--- src/common/ntps_defines.svh ---
/*
 * NTP server timing constants
 * PPS period and width, network path count, XGMII control words
 * and the index range of the beat frame data words
 */

`ifndef NTPS_DEFINES_SVH
`define NTPS_DEFINES_SVH

// --------------------------------------------------
// Internal PPS
// --------------------------------------------------
// Reference cycles per second at 10 MHz
`define NTPS_PPS_PERIOD 10_000_000
`define NTPS_PPS_WIDTH 100

// --------------------------------------------------
// Network paths and XGMII encoding
// --------------------------------------------------
`define NTPS_NUM_PATHS 4

// Lane 0 is the least significant byte
`define NTPS_XGMII_IDLE_WORD 64'h0707_0707_0707_0707
`define NTPS_XGMII_START_WORD 64'hd555_5555_5555_55fb
`define NTPS_XGMII_TERM_WORD 64'h0707_0707_0707_07fd

`define NTPS_XGMII_CTRL_ALL 8'hff
`define NTPS_XGMII_CTRL_START 8'h01
`define NTPS_XGMII_CTRL_NONE 8'h00

// --------------------------------------------------
// Beat frame
// --------------------------------------------------
// Data words carry their own index
`define NTPS_BEAT_FIRST_INDEX 2
`define NTPS_BEAT_LAST_INDEX 8

`endif

--- src/common/ntps_pkg.sv ---
/*
 * NTP server timing types
 * Vector types for the PPS counter and the XGMII stream,
 * and the states of the beat frame FSM
 */

`default_nettype none

package ntps_pkg;

  // Second counter, also the width of the phase adjust value
  typedef logic [32:0] pps_count_t;

  // One XGMII word and its per-lane control mask
  typedef logic [63:0] xgmii_data_t;
  typedef logic [7:0]  xgmii_ctrl_t;

  // Index of a beat data word
  typedef logic [3:0]  beat_index_t;

  // --------------------------------------------------
  // Beat frame FSM
  // --------------------------------------------------
  typedef enum logic [1:0] {
    BEAT_IDLE,
    BEAT_START,
    BEAT_DATA,
    BEAT_TERM
  } beat_state_e;

endpackage

`default_nettype wire

--- src/pps/pps_generator.sv ---
/*
 * Internal PPS generator
 * Counts one second of reference cycles and drives a fixed-width pulse.
 * A toggle of the adjust flag loads a phase offset at the next boundary.
 */

`default_nettype none

`include "ntps_defines.svh"

module pps_generator
  import ntps_pkg::*;
#(
  parameter int PPS_PERIOD = `NTPS_PPS_PERIOD,
  parameter int PPS_WIDTH  = `NTPS_PPS_WIDTH
) (
  input  wire             TEN_MHZ_INA,
  input  wire             rst_n,
  input  wire pps_count_t pps_adjust_value,
  input  wire logic       pps_adjust_toggle,
  output logic            internal_pps
);

  localparam pps_count_t SECOND_LAST = pps_count_t'(PPS_PERIOD - 1);
  localparam pps_count_t PULSE_END   = pps_count_t'(PPS_WIDTH);

  pps_count_t pps_ctr;
  logic       adjust_follow;
  logic       second_end;
  logic       adjust_pending;

  // Also catches an adjust value loaded past the end of the second
  assign second_end = (pps_ctr >= SECOND_LAST);

  // Flag toggled since the last adjust was taken
  assign adjust_pending = (adjust_follow != pps_adjust_toggle);

  // --------------------------------------------------
  // Second counter
  // --------------------------------------------------
  always_ff @(posedge TEN_MHZ_INA) begin
    if (!rst_n) begin
      pps_ctr       <= '0;
      adjust_follow <= 1'b0;
    end else begin
      if (!second_end) begin
        pps_ctr <= pps_ctr + 1'b1;
      end else if (adjust_pending) begin
        // One adjust per toggle
        pps_ctr       <= pps_adjust_value;
        adjust_follow <= pps_adjust_toggle;
      end else begin
        pps_ctr <= '0;
      end
    end
  end

  // --------------------------------------------------
  // Pulse output
  // --------------------------------------------------
  // Registered, so the pulse trails the counter by one cycle
  always_ff @(posedge TEN_MHZ_INA) begin
    if (!rst_n) begin
      internal_pps <= 1'b0;
    end else begin
      internal_pps <= (pps_ctr < PULSE_END);
    end
  end

endmodule

`default_nettype wire

--- src/beat/beat_link.sv ---
/*
 * Beat link
 * Synchronises the external PPS and sends one short XGMII frame
 * per pulse. Also flags receive activity on the monitored path.
 */

`default_nettype none

`include "ntps_defines.svh"

module beat_link
  import ntps_pkg::*;
(
  input  wire              TEN_MHZ_INA,
  input  wire              rst_n,
  input  wire logic        pps_in,
  input  wire xgmii_ctrl_t rx_ctrl,
  output xgmii_data_t      txd,
  output xgmii_ctrl_t      txc,
  output logic             beat_send,
  output logic             beat_recv
);

  localparam beat_index_t FIRST_INDEX = beat_index_t'(`NTPS_BEAT_FIRST_INDEX);
  localparam beat_index_t LAST_INDEX  = beat_index_t'(`NTPS_BEAT_LAST_INDEX);

  logic        pps_meta;
  logic        pps_sync;
  beat_state_e beat_state;
  beat_index_t beat_index;

  // --------------------------------------------------
  // PPS synchroniser
  // --------------------------------------------------
  always_ff @(posedge TEN_MHZ_INA) begin
    if (!rst_n) begin
      pps_meta <= 1'b0;
      pps_sync <= 1'b0;
    end else begin
      pps_meta <= pps_in;
      pps_sync <= pps_meta;
    end
  end

  // --------------------------------------------------
  // Beat frame FSM
  // --------------------------------------------------
  // Outputs are registered per state, so a word leaves one cycle
  // after its state is entered
  always_ff @(posedge TEN_MHZ_INA) begin
    if (!rst_n) begin
      beat_state <= BEAT_IDLE;
      beat_index <= FIRST_INDEX;
      txd        <= `NTPS_XGMII_IDLE_WORD;
      txc        <= `NTPS_XGMII_CTRL_ALL;
      beat_send  <= 1'b0;
    end else begin
      case (beat_state)
        BEAT_IDLE: begin
          txd       <= `NTPS_XGMII_IDLE_WORD;
          txc       <= `NTPS_XGMII_CTRL_ALL;
          beat_send <= 1'b0;
          // A PPS still high here restarts after one idle word
          if (pps_sync) begin
            beat_state <= BEAT_START;
          end
        end
        BEAT_START: begin
          txd        <= `NTPS_XGMII_START_WORD;
          txc        <= `NTPS_XGMII_CTRL_START;
          beat_send  <= 1'b1;
          beat_index <= FIRST_INDEX;
          beat_state <= BEAT_DATA;
        end
        BEAT_DATA: begin
          txd        <= xgmii_data_t'(beat_index);
          txc        <= `NTPS_XGMII_CTRL_NONE;
          beat_send  <= 1'b1;
          beat_index <= beat_index + 1'b1;
          if (beat_index == LAST_INDEX) begin
            beat_state <= BEAT_TERM;
          end
        end
        BEAT_TERM: begin
          txd        <= `NTPS_XGMII_TERM_WORD;
          txc        <= `NTPS_XGMII_CTRL_ALL;
          beat_send  <= 1'b1;
          beat_state <= BEAT_IDLE;
        end
        default: begin
          beat_state <= BEAT_IDLE;
        end
      endcase
    end
  end

  // --------------------------------------------------
  // Receive activity
  // --------------------------------------------------
  // Any lane not control means traffic on the path
  always_ff @(posedge TEN_MHZ_INA) begin
    if (!rst_n) begin
      beat_recv <= 1'b0;
    end else begin
      beat_recv <= (rx_ctrl != `NTPS_XGMII_CTRL_ALL);
    end
  end

endmodule

`default_nettype wire

--- src/rtl/ntps_timing_top.sv ---
/*
 * NTP server timing top level
 * Internal PPS generator and beat link on the 10 MHz reference,
 * with the beat frame copied onto every network path
 */

`default_nettype none

`include "ntps_defines.svh"

module ntps_timing_top
  import ntps_pkg::*;
#(
  parameter int NUM_PATHS  = `NTPS_NUM_PATHS,
  parameter int PPS_PERIOD = `NTPS_PPS_PERIOD,
  parameter int PPS_WIDTH  = `NTPS_PPS_WIDTH
) (
  input  wire              TEN_MHZ_INA,
  input  wire              rst_n,
  input  wire logic        pps_in,
  input  wire pps_count_t  pps_adjust_value,
  input  wire logic        pps_adjust_toggle,
  input  wire xgmii_ctrl_t xgmii_rxc [NUM_PATHS],
  output xgmii_data_t      xgmii_txd [NUM_PATHS],
  output xgmii_ctrl_t      xgmii_txc [NUM_PATHS],
  output logic             internal_pps,
  output logic             beat_send,
  output logic             beat_recv
);

  xgmii_data_t beat_txd;
  xgmii_ctrl_t beat_txc;

  // --------------------------------------------------
  // Internal PPS
  // --------------------------------------------------
  pps_generator #(
    .PPS_PERIOD (PPS_PERIOD),
    .PPS_WIDTH  (PPS_WIDTH)
  ) pps_generator_inst (
    .TEN_MHZ_INA       (TEN_MHZ_INA),
    .rst_n             (rst_n),
    .pps_adjust_value  (pps_adjust_value),
    .pps_adjust_toggle (pps_adjust_toggle),
    .internal_pps      (internal_pps)
  );

  // --------------------------------------------------
  // Beat frames
  // --------------------------------------------------
  // Receive activity is watched on the last path only
  beat_link beat_link_inst (
    .TEN_MHZ_INA (TEN_MHZ_INA),
    .rst_n       (rst_n),
    .pps_in      (pps_in),
    .rx_ctrl     (xgmii_rxc[NUM_PATHS-1]),
    .txd         (beat_txd),
    .txc         (beat_txc),
    .beat_send   (beat_send),
    .beat_recv   (beat_recv)
  );

  // Same frame on every path
  for (genvar path = 0; path < NUM_PATHS; path++) begin : gen_path_tx
    assign xgmii_txd[path] = beat_txd;
    assign xgmii_txc[path] = beat_txc;
  end

endmodule

`default_nettype wire

--- config.mk ---
export PLATFORM = sky130hd
export DESIGN_NAME = ntps_timing_top
export DESIGN_NICKNAME = d
export VERILOG_FILES = /design/src/common/ntps_pkg.sv /design/src/pps/pps_generator.sv /design/src/beat/beat_link.sv /design/src/rtl/ntps_timing_top.sv
export VERILOG_INCLUDE_DIRS = /design/src /design/src/common
export SDC_FILE = /design/constraint.sdc
export NUM_CORES = 1
export LEC_CHECK = 0
export ABC_AREA = 1
export BUFFER_PORTS_ARGS = -buffer_cell sky130_fd_sc_hd__clkbuf_2
export CAP_MARGIN = 15
export CORE_AREA = 2 2 140 142
export CTS_BUF_LIST = sky130_fd_sc_hd__clkbuf_16
export CTS_CLUSTER_SIZE = 14
export DETAILED_ROUTE_END_ITERATION = 12
export DIE_AREA = 0 0 142 144
export PLACE_DENSITY = 0.56
export SKIP_LAST_GASP = 1
export SYNTH_ARGS = -nofsm -noshare
export SYNTH_HDL_FRONTEND = slang
export SYNTH_SLANG_ARGS = --single-unit
--- constraint.sdc ---
create_clock -name TEN_MHZ_INA -period 1.85 [get_ports TEN_MHZ_INA]
set_input_delay 0.0925 -clock TEN_MHZ_INA [delete_from_list [all_inputs] [get_ports TEN_MHZ_INA]]
set_output_delay 0.0925 -clock TEN_MHZ_INA [all_outputs]
set_load 0.03 [all_outputs]
==> metrics.md, run 1 <==
| Metric | Value |
|---|---|
| Status | completed |
| First-pass DRT Iterations | 4 |
| FP Rows | between 50 and 60 |
| Design Power | ~8.3 mW |
| HPWL after DPL | 9010 µm |
| Leak | between 2 and 3 nW |
| CP Capture Type | flip-flop |
| Fill cell count | 2146 |
| Crit path launch type | flip-flop |
| Final slew viol count | 0 |
| Initial Util | 27.8% |
| Post-route DRC | 0 |
| Number of synthesized register bits | 53 |
| Synth area leader | buf_4 |
| GR Overflow Total | 0 |
| RSZ-0062 raised after global routing | false |
| Vias | 3954 |
| Synthesis Warnings | 0 |
| CP Data Required Time | 2.04 ns |
| First-pass GRT wire length | 16300 µm |
| Nets | 899 |
| Initial antenna violation count | 0 |
| TritonCTS Buffers | 5 |
| DR top layer | met4 |
| Max cap viols | 0 |
| Post-layout util | 27.6% |
| Peak VDD IR | 558 µV |
| WP data arrival | approximately 1.9 ns |
| Area contributors post-synth | buf_4 (40%), dfxtp_1 (20%), nand2_1 (6.9%) |
| Number of global-route vias before repair | 3085 |
| Worst Hold Class | in2reg |
| Detail Route Antenna Nets | 0 |
| Clock root buffer | clkbuf_16 |
| Layout Skew | roughly 0.0042 ns |
| Hold Vio Cnt, Final | 0 |
| Slew HR | 62.4% |
| CP max FO | 7 |
| Post-Synthesis Cells | 754 |
| Highest clock rate | 0.603 GHz |
| Pin count of the biggest net entering global routing | 61 |
| Design Area, Final | 0.00527 mm² |
| I/O Buffers | 255 |
| Total negative slack | 0 ns |
| Vias per cell | 3.74 |
| Cell variety after synth | 34 |
| Setup-failing EPs final | 0 |
| Mapped cell area | 0.00530 mm² |
| Sequential-to-total area share from yosys stat | 20.0% |
| M1 WL | between 4000 and 5000 µm |
| Hold Slack | 0.0214 ns |
| Global Route Usage Sum | 10.1% |
| WL met2 | 5770 µm |
| TritonCTS clock tree | yes |
| Clock Latency Late Sink | 0.29 ns |
| Power Density | 1580 mW/mm² |
| Layout area overhead | -0.567% |
| Die Footprint | 0.0204 mm² |
| Slew @ Worst Pin | 0.563 ns |
| Placed Instance Area | roughly 0.005 mm² |
| Die Wd | approximately 140 µm |
| Syn_area_per_cell | approximately 7.0 µm² |
| Fin crit share | 89.7% |
| ANT cells | 0 |
| Post-CTS setup buffer count | 0 |
| WL/cell | 10.7 µm |
| Top Ports | 360 |
| RePlAce Congestion | approximately 0.9 |
| Core ar. | 0.0191 mm² |
| Tmin final | ~1.7 ns |
| Clock tree buffer depth | 2 |
| CTS sink count | 53 |
| Crit Path Class | reg2reg |
| Synth top area share | 39.7% |
| DRT iter0 DRCs | between 150 and 200 |
| Die Ht | around 140 µm |
| Met3 WL | 490 µm |
| Layout cells sized above 1 | 41.1% |
| # H-tree levels | 2 |
| Reg clk slew, reported paths | 0.07 ns |
| Final wirelength | 11400 µm |
==> timing repair <==
item	CTS	global route
endpoints found under the hold margin	1	0
hold buffers	1	0
setup endpoints to repair	0	10
gates resized for setup	0	1
==> cell type report <==
cell class	count	area (µm²)	share of cell area [%]
clock inverter	1	5.00	0.0950
inverter	64	240	4.56
sequential	53	1060	20.2
clock buffer	5	125	2.37
multi-input combinational	422	2090	39.7
tap	238	298	5.65
timing repair buffer	275	1450	27.4
==> cells in the mapped netlist, drive strengths merged <==
library cell / n
o21ai: 9
xnor2: 3
nand2: 122
buf: 288
clkbuf: 6
a31oi: 1
nand3b: 1
nand3: 53
o21a: 1
nor4: 2
inv: 64
nand4: 5
a21oi: 31
xor2: 9
o211ai: 2
conb: 1
ha: 9
dfxtp: 53
nor2: 89
o311ai: 1
nor3: 4
==> worst max-delay path, cell delays in order, from the launching register on <==
cell and delay [ns]:
dfxtp_1 0.39, inv_1 0.13, ha_1 0.43, inv_1 0.10, o21ai_0 0.33, a21oi_1 0.07
o21a_1 0.11
==> cells by family (layout without fill, tap and decap cells) <==
family | count (synthesis) | after routing | share of synthesized area, %
buffers and inverters | 358 | 345 | 46.1
and+or+nand+nor | 276 | 276 | 23.6
DFF | 53 | 53 | 20.0
AOI/OAI and AO/OA | 45 | 45 | 5.90
xor gates and xnor gates | 12 | 12 | 2.13
adders and majority gates | 9 | 9 | 2.13
other | 1 | 80 | 0.0708
==> flip-flops by register name, summed over array words and instances (netlist names) <==
| register | cells |
|---|---|
| beat_link_inst.beat_index | 4 |
| beat_link_inst.beat_recv | 1 |
| beat_link_inst.beat_send | 1 |
| beat_link_inst.beat_state | 2 |
| beat_link_inst.pps_meta | 1 |
| beat_link_inst.pps_sync | 1 |
| beat_link_inst.txd | 8 |
| pps_generator_inst.adjust_follow | 1 |
| pps_generator_inst.internal_pps | 1 |
| pps_generator_inst.pps_ctr | 33 |
==> through the flow <==
step,instances,setup slack (ns)
5_1_grt,1058,0.00597
4_1_cts,1058,0.141
3_3_place_gp,1051,0.173
6_report,1058,0.191
2_1_floorplan,833,0.0651
3_5_place_dp,1051,0.164
==> report_power, final <==
part	switching (mW)	leakage [nW]	internal (mW)
combinational	4.21	2.25	1.47
clock	0.412	0.0655	0.485
sequential	0.287	0.432	1.45
total	4.91	2.75	3.40
==> per-layer routing <==
metal,vias to the layer above,global-route usage [%]
met1,1711,12.9
li1,2086,-
met4,0,2.89
met3,9,1.26
met5,-,0
met2,148,18.0
==> path summary, 6_finish.rpt <==
check,startpoint,endpoint,slack (ns),cells after the start
worst max-delay path,beat_link_inst.beat_state[0],beat_link_inst.beat_index[3],0.19,6
worst min register to register,beat_link_inst.pps_meta,beat_link_inst.pps_sync,0.41,2
worst max register to register,beat_link_inst.beat_state[0],beat_link_inst.beat_index[3],0.19,6
worst min-delay path,pps_adjust_value[25],pps_generator_inst.pps_ctr[25],0.02,3
==> cell usage in the layout (no fill, tap or decap), drive strengths merged <==
cell type | synthesis | final
conb | 1 | 80
dlygate4sd3 | 0 | 1
clkbuf | 6 | 260
ha | 9 | 9
nor3 | 4 | 4
nand3 | 53 | 53
a21oi | 31 | 31
nor4 | 2 | 2
clkinv | 0 | 1
inv | 64 | 64
o21ai | 9 | 9
o211ai | 2 | 2
nor2 | 89 | 89
o311ai | 1 | 1
xor2 | 9 | 9
xnor2 | 3 | 3
dfxtp | 53 | 53
o21a | 1 | 1
nand2 | 122 | 122
nand3b | 1 | 1
nand4 | 5 | 5
a31oi | 1 | 1
buf | 288 | 19
(Power assumes the default switching activity.)
==> run 2: changes to the inputs <==
--- a/config.mk
+++ b/config.mk
@@ -16,6 +16,7 @@
 export DIE_AREA = 0 0 142 144
 export PLACE_DENSITY = 0.56
 export SKIP_LAST_GASP = 1
+export SLEW_MARGIN = 20
 export SYNTH_ARGS = -nofsm -noshare
 export SYNTH_HDL_FRONTEND = slang
 export SYNTH_SLANG_ARGS = --single-unit
==> constraint.sdc (replaced) <==
create_clock -name TEN_MHZ_INA -period 1.8 [get_ports TEN_MHZ_INA]
set_input_delay 0.09 -clock TEN_MHZ_INA [delete_from_list [all_inputs] [get_ports TEN_MHZ_INA]]
set_output_delay 0.09 -clock TEN_MHZ_INA [all_outputs]
set_load 0.03 [all_outputs]
==> metrics.md, run 2 (synthesis gave the netlist of run 1 again) <==
| Metric | Value |
|---|---|
| Status | completed |
| Hold Vio Cnt, Final | 0 |
| CP bufs+invs | 0 |
| Worst Hold Class | in2reg |
| TritonCTS Buffers | 5 |
| FP Rows | 51 |
| Top cell by count, worst path | nor2_4 |
| Multi-input logic area | between 0.002 and 0.0025 mm² |
| WL/cell | 11.0 µm |
| DRT iter0 DRCs | 101 |
| Hold Slack | 0.0146 ns |
| Slowest cell on crit path | dfxtp_1 |
| Post-CTS setup buffer count | 0 |
| Reg clk slew, reported paths | 0.07 ns |
| TritonCTS clock tree | yes |
| HP Start | pps_adjust_value[25] |
| Max cap viols | 0 |
| Max reg flops | 33 |
| Die Wd | 142 µm |
| Final slew viol count | 0 |
| I/O Buffers | ~260 |
| Power Density | roughly 1600 mW/mm² |
| Final wirelength | 11700 µm |
| HPWL after DPL | 9430 µm |
| Detail Route Antenna Nets | 0 |
| R2R setup slack | 0.15 ns |
| Design Area, Final | 0.00533 mm² |
| FF/Latch Area | approximately 0.0011 mm² |
| Layout cells sized above 1 | 41.7% |
| RSZ-0062 raised after global routing | true |
| Placed Instance Area | 0.00515 mm² |
| Largest registers | pps_generator_inst.pps_ctr: 33 flops, beat_link_inst.txd: 8 flops, beat_link_inst.beat_index: 4 flops |
| Layout Cells excl Fill | about 1.1k |
| Leak | 2.78 nW |
| Number of global-route vias before repair | 3233 |
| R2r startpoint | pps_generator_inst.pps_ctr[0] |
| WP data arrival | approximately 1.9 ns |
| Pin count of the biggest net entering global routing | 61 |
| Most frequent cells in the layout | clkbuf_2 (255), nand2_1 (98), nor2_1 (84) |
| Initial Util | 27.8% |
| Worst path top cell family by delay | simple AND/OR/NAND/NOR gates |
| Clock tree buffer depth | 2 |
| Crit Path Class | reg2reg |
| CP Cell Sequence | ha_1 -> nand3_2 -> nor2_4 -> nand3_2 -> nor2_4 -> nor2_4 -> nand2_8 -> nand2_1 -> a21oi_1 |
| CP max FO | 35 |
| Crit. Startpoint | pps_generator_inst.pps_ctr[0] |
| Fin crit share | between 90% and 100% |
| Global Route Usage Sum | 10.3% |
| Layout area overhead | 0.661% |
| First-pass DRT Iterations | 4 |
| Nets | approximately 900 |
| CTS sink count | between 50 and 60 |
| Most flops, register | pps_generator_inst.pps_ctr |
| Top Ports | 360 |
| Layout Skew | 0.00404 ns |
| Slew @ Worst Pin | 0.561 ns |
| RePlAce Congestion | 0.906 |
| GR Overflow Total | 0 |
| Fill cell count | around 2.2k |
| # H-tree levels | 2 |
| Slew HR | about 63% |
| Die Ht | 144 µm |
| Highest clock rate | 0.606 GHz |
| Die Footprint | 0.0204 mm² |
| Clock root buffer | clkbuf_16 |
| Peak VDD IR | 750 µV |
| Vias | 4001 |
| CP Data Required Time | 2.03 ns |
| Crit path launch type | flip-flop |
| Setup-failing EPs final | 0 |
| Cells after DPL | 1056 |
| First-pass GRT wire length | roughly 16000 µm |
| CP Capture Type | flip-flop |
| Commonest non-fill, non-tap cell in the layout | clkbuf_2 |
| Clock Latency Late Sink | 0.30 ns |
| Post-layout util | around 28% |
| Vias per cell | between 3 and 4 |
| Tmin final | 1.65 ns |
| Final setup margin | 0.150 ns |
| Initial antenna violation count | 0 |
| Placement Setup Slack | 0.119 ns |
| Core ar. | 0.0191 mm² |
| ANT cells | 0 |
| Post-route DRC | 0 |
| Max incr delay on CP | 0.38 ns |
[run 2: cell types whose count changed in the layout (fill, tap and decap cells not counted), sizes merged]
cell | previous run | this run
clkinvlp | 0 | 1
buf | 19 | 24
bufinv | 0 | 1
[run 2: routing by layer]
metal	global-route usage, %	vias to the layer above	wire length, µm
li1	-	2102	-
met1	12.8	1740	5110
met2	18.4	146	5850
met3	1.32	13	499
met4	3.42	0	222
met5	0	-	0
[run 2: layout make-up]
cell class / count / share of cell area (%)
flip-flops and latches: 53 / 20.0
clock inverters: 3 / 0.774
clock buffers: 5 / 2.35
multi-input cells: 422 / 39.3
well taps: 238 / 5.58
repair buffers: 280 / 27.5
inverters: 64 / 4.50
[run 2: tightest hold or removal path, stage by stage]
cell and delay (ns):
clkbuf_2 0.08, nand3_1 0.07, nor2_1 0.04
[run 2: timing repair]
item / 4_1_cts / 5_1_grt
gates resized for setup: 0 / 3
hold buffers: 1 / 0
endpoints found under the hold margin: 1 / 0
endpoints found under the setup margin: 0 / 8
[run 2: stage by stage]
step	TNS [ns]	total power, mW
3_5_place_dp	0	7.78
6_report	0	8.78
5_1_grt	-0.0666	9.43
2_1_floorplan	0	7.70
4_1_cts	0	8.92
3_3_place_gp	0	7.75
[run 2: where the power goes]
part,total [mW],internal [mW],leakage [nW],switching [mW]
clock,1.11,0.653,0.0775,0.459
sequential,1.78,1.49,0.432,0.287
combinational,5.90,1.54,2.27,4.36
[run 2: path summary, 6_finish.rpt]
path	end	cells after the start
worst max-delay path	pps_generator_inst.pps_ctr[20]	9
worst min-delay path	pps_generator_inst.pps_ctr[25]	3
worst max register to register	pps_generator_inst.pps_ctr[20]	9
worst min register to register	beat_link_inst.pps_sync	2
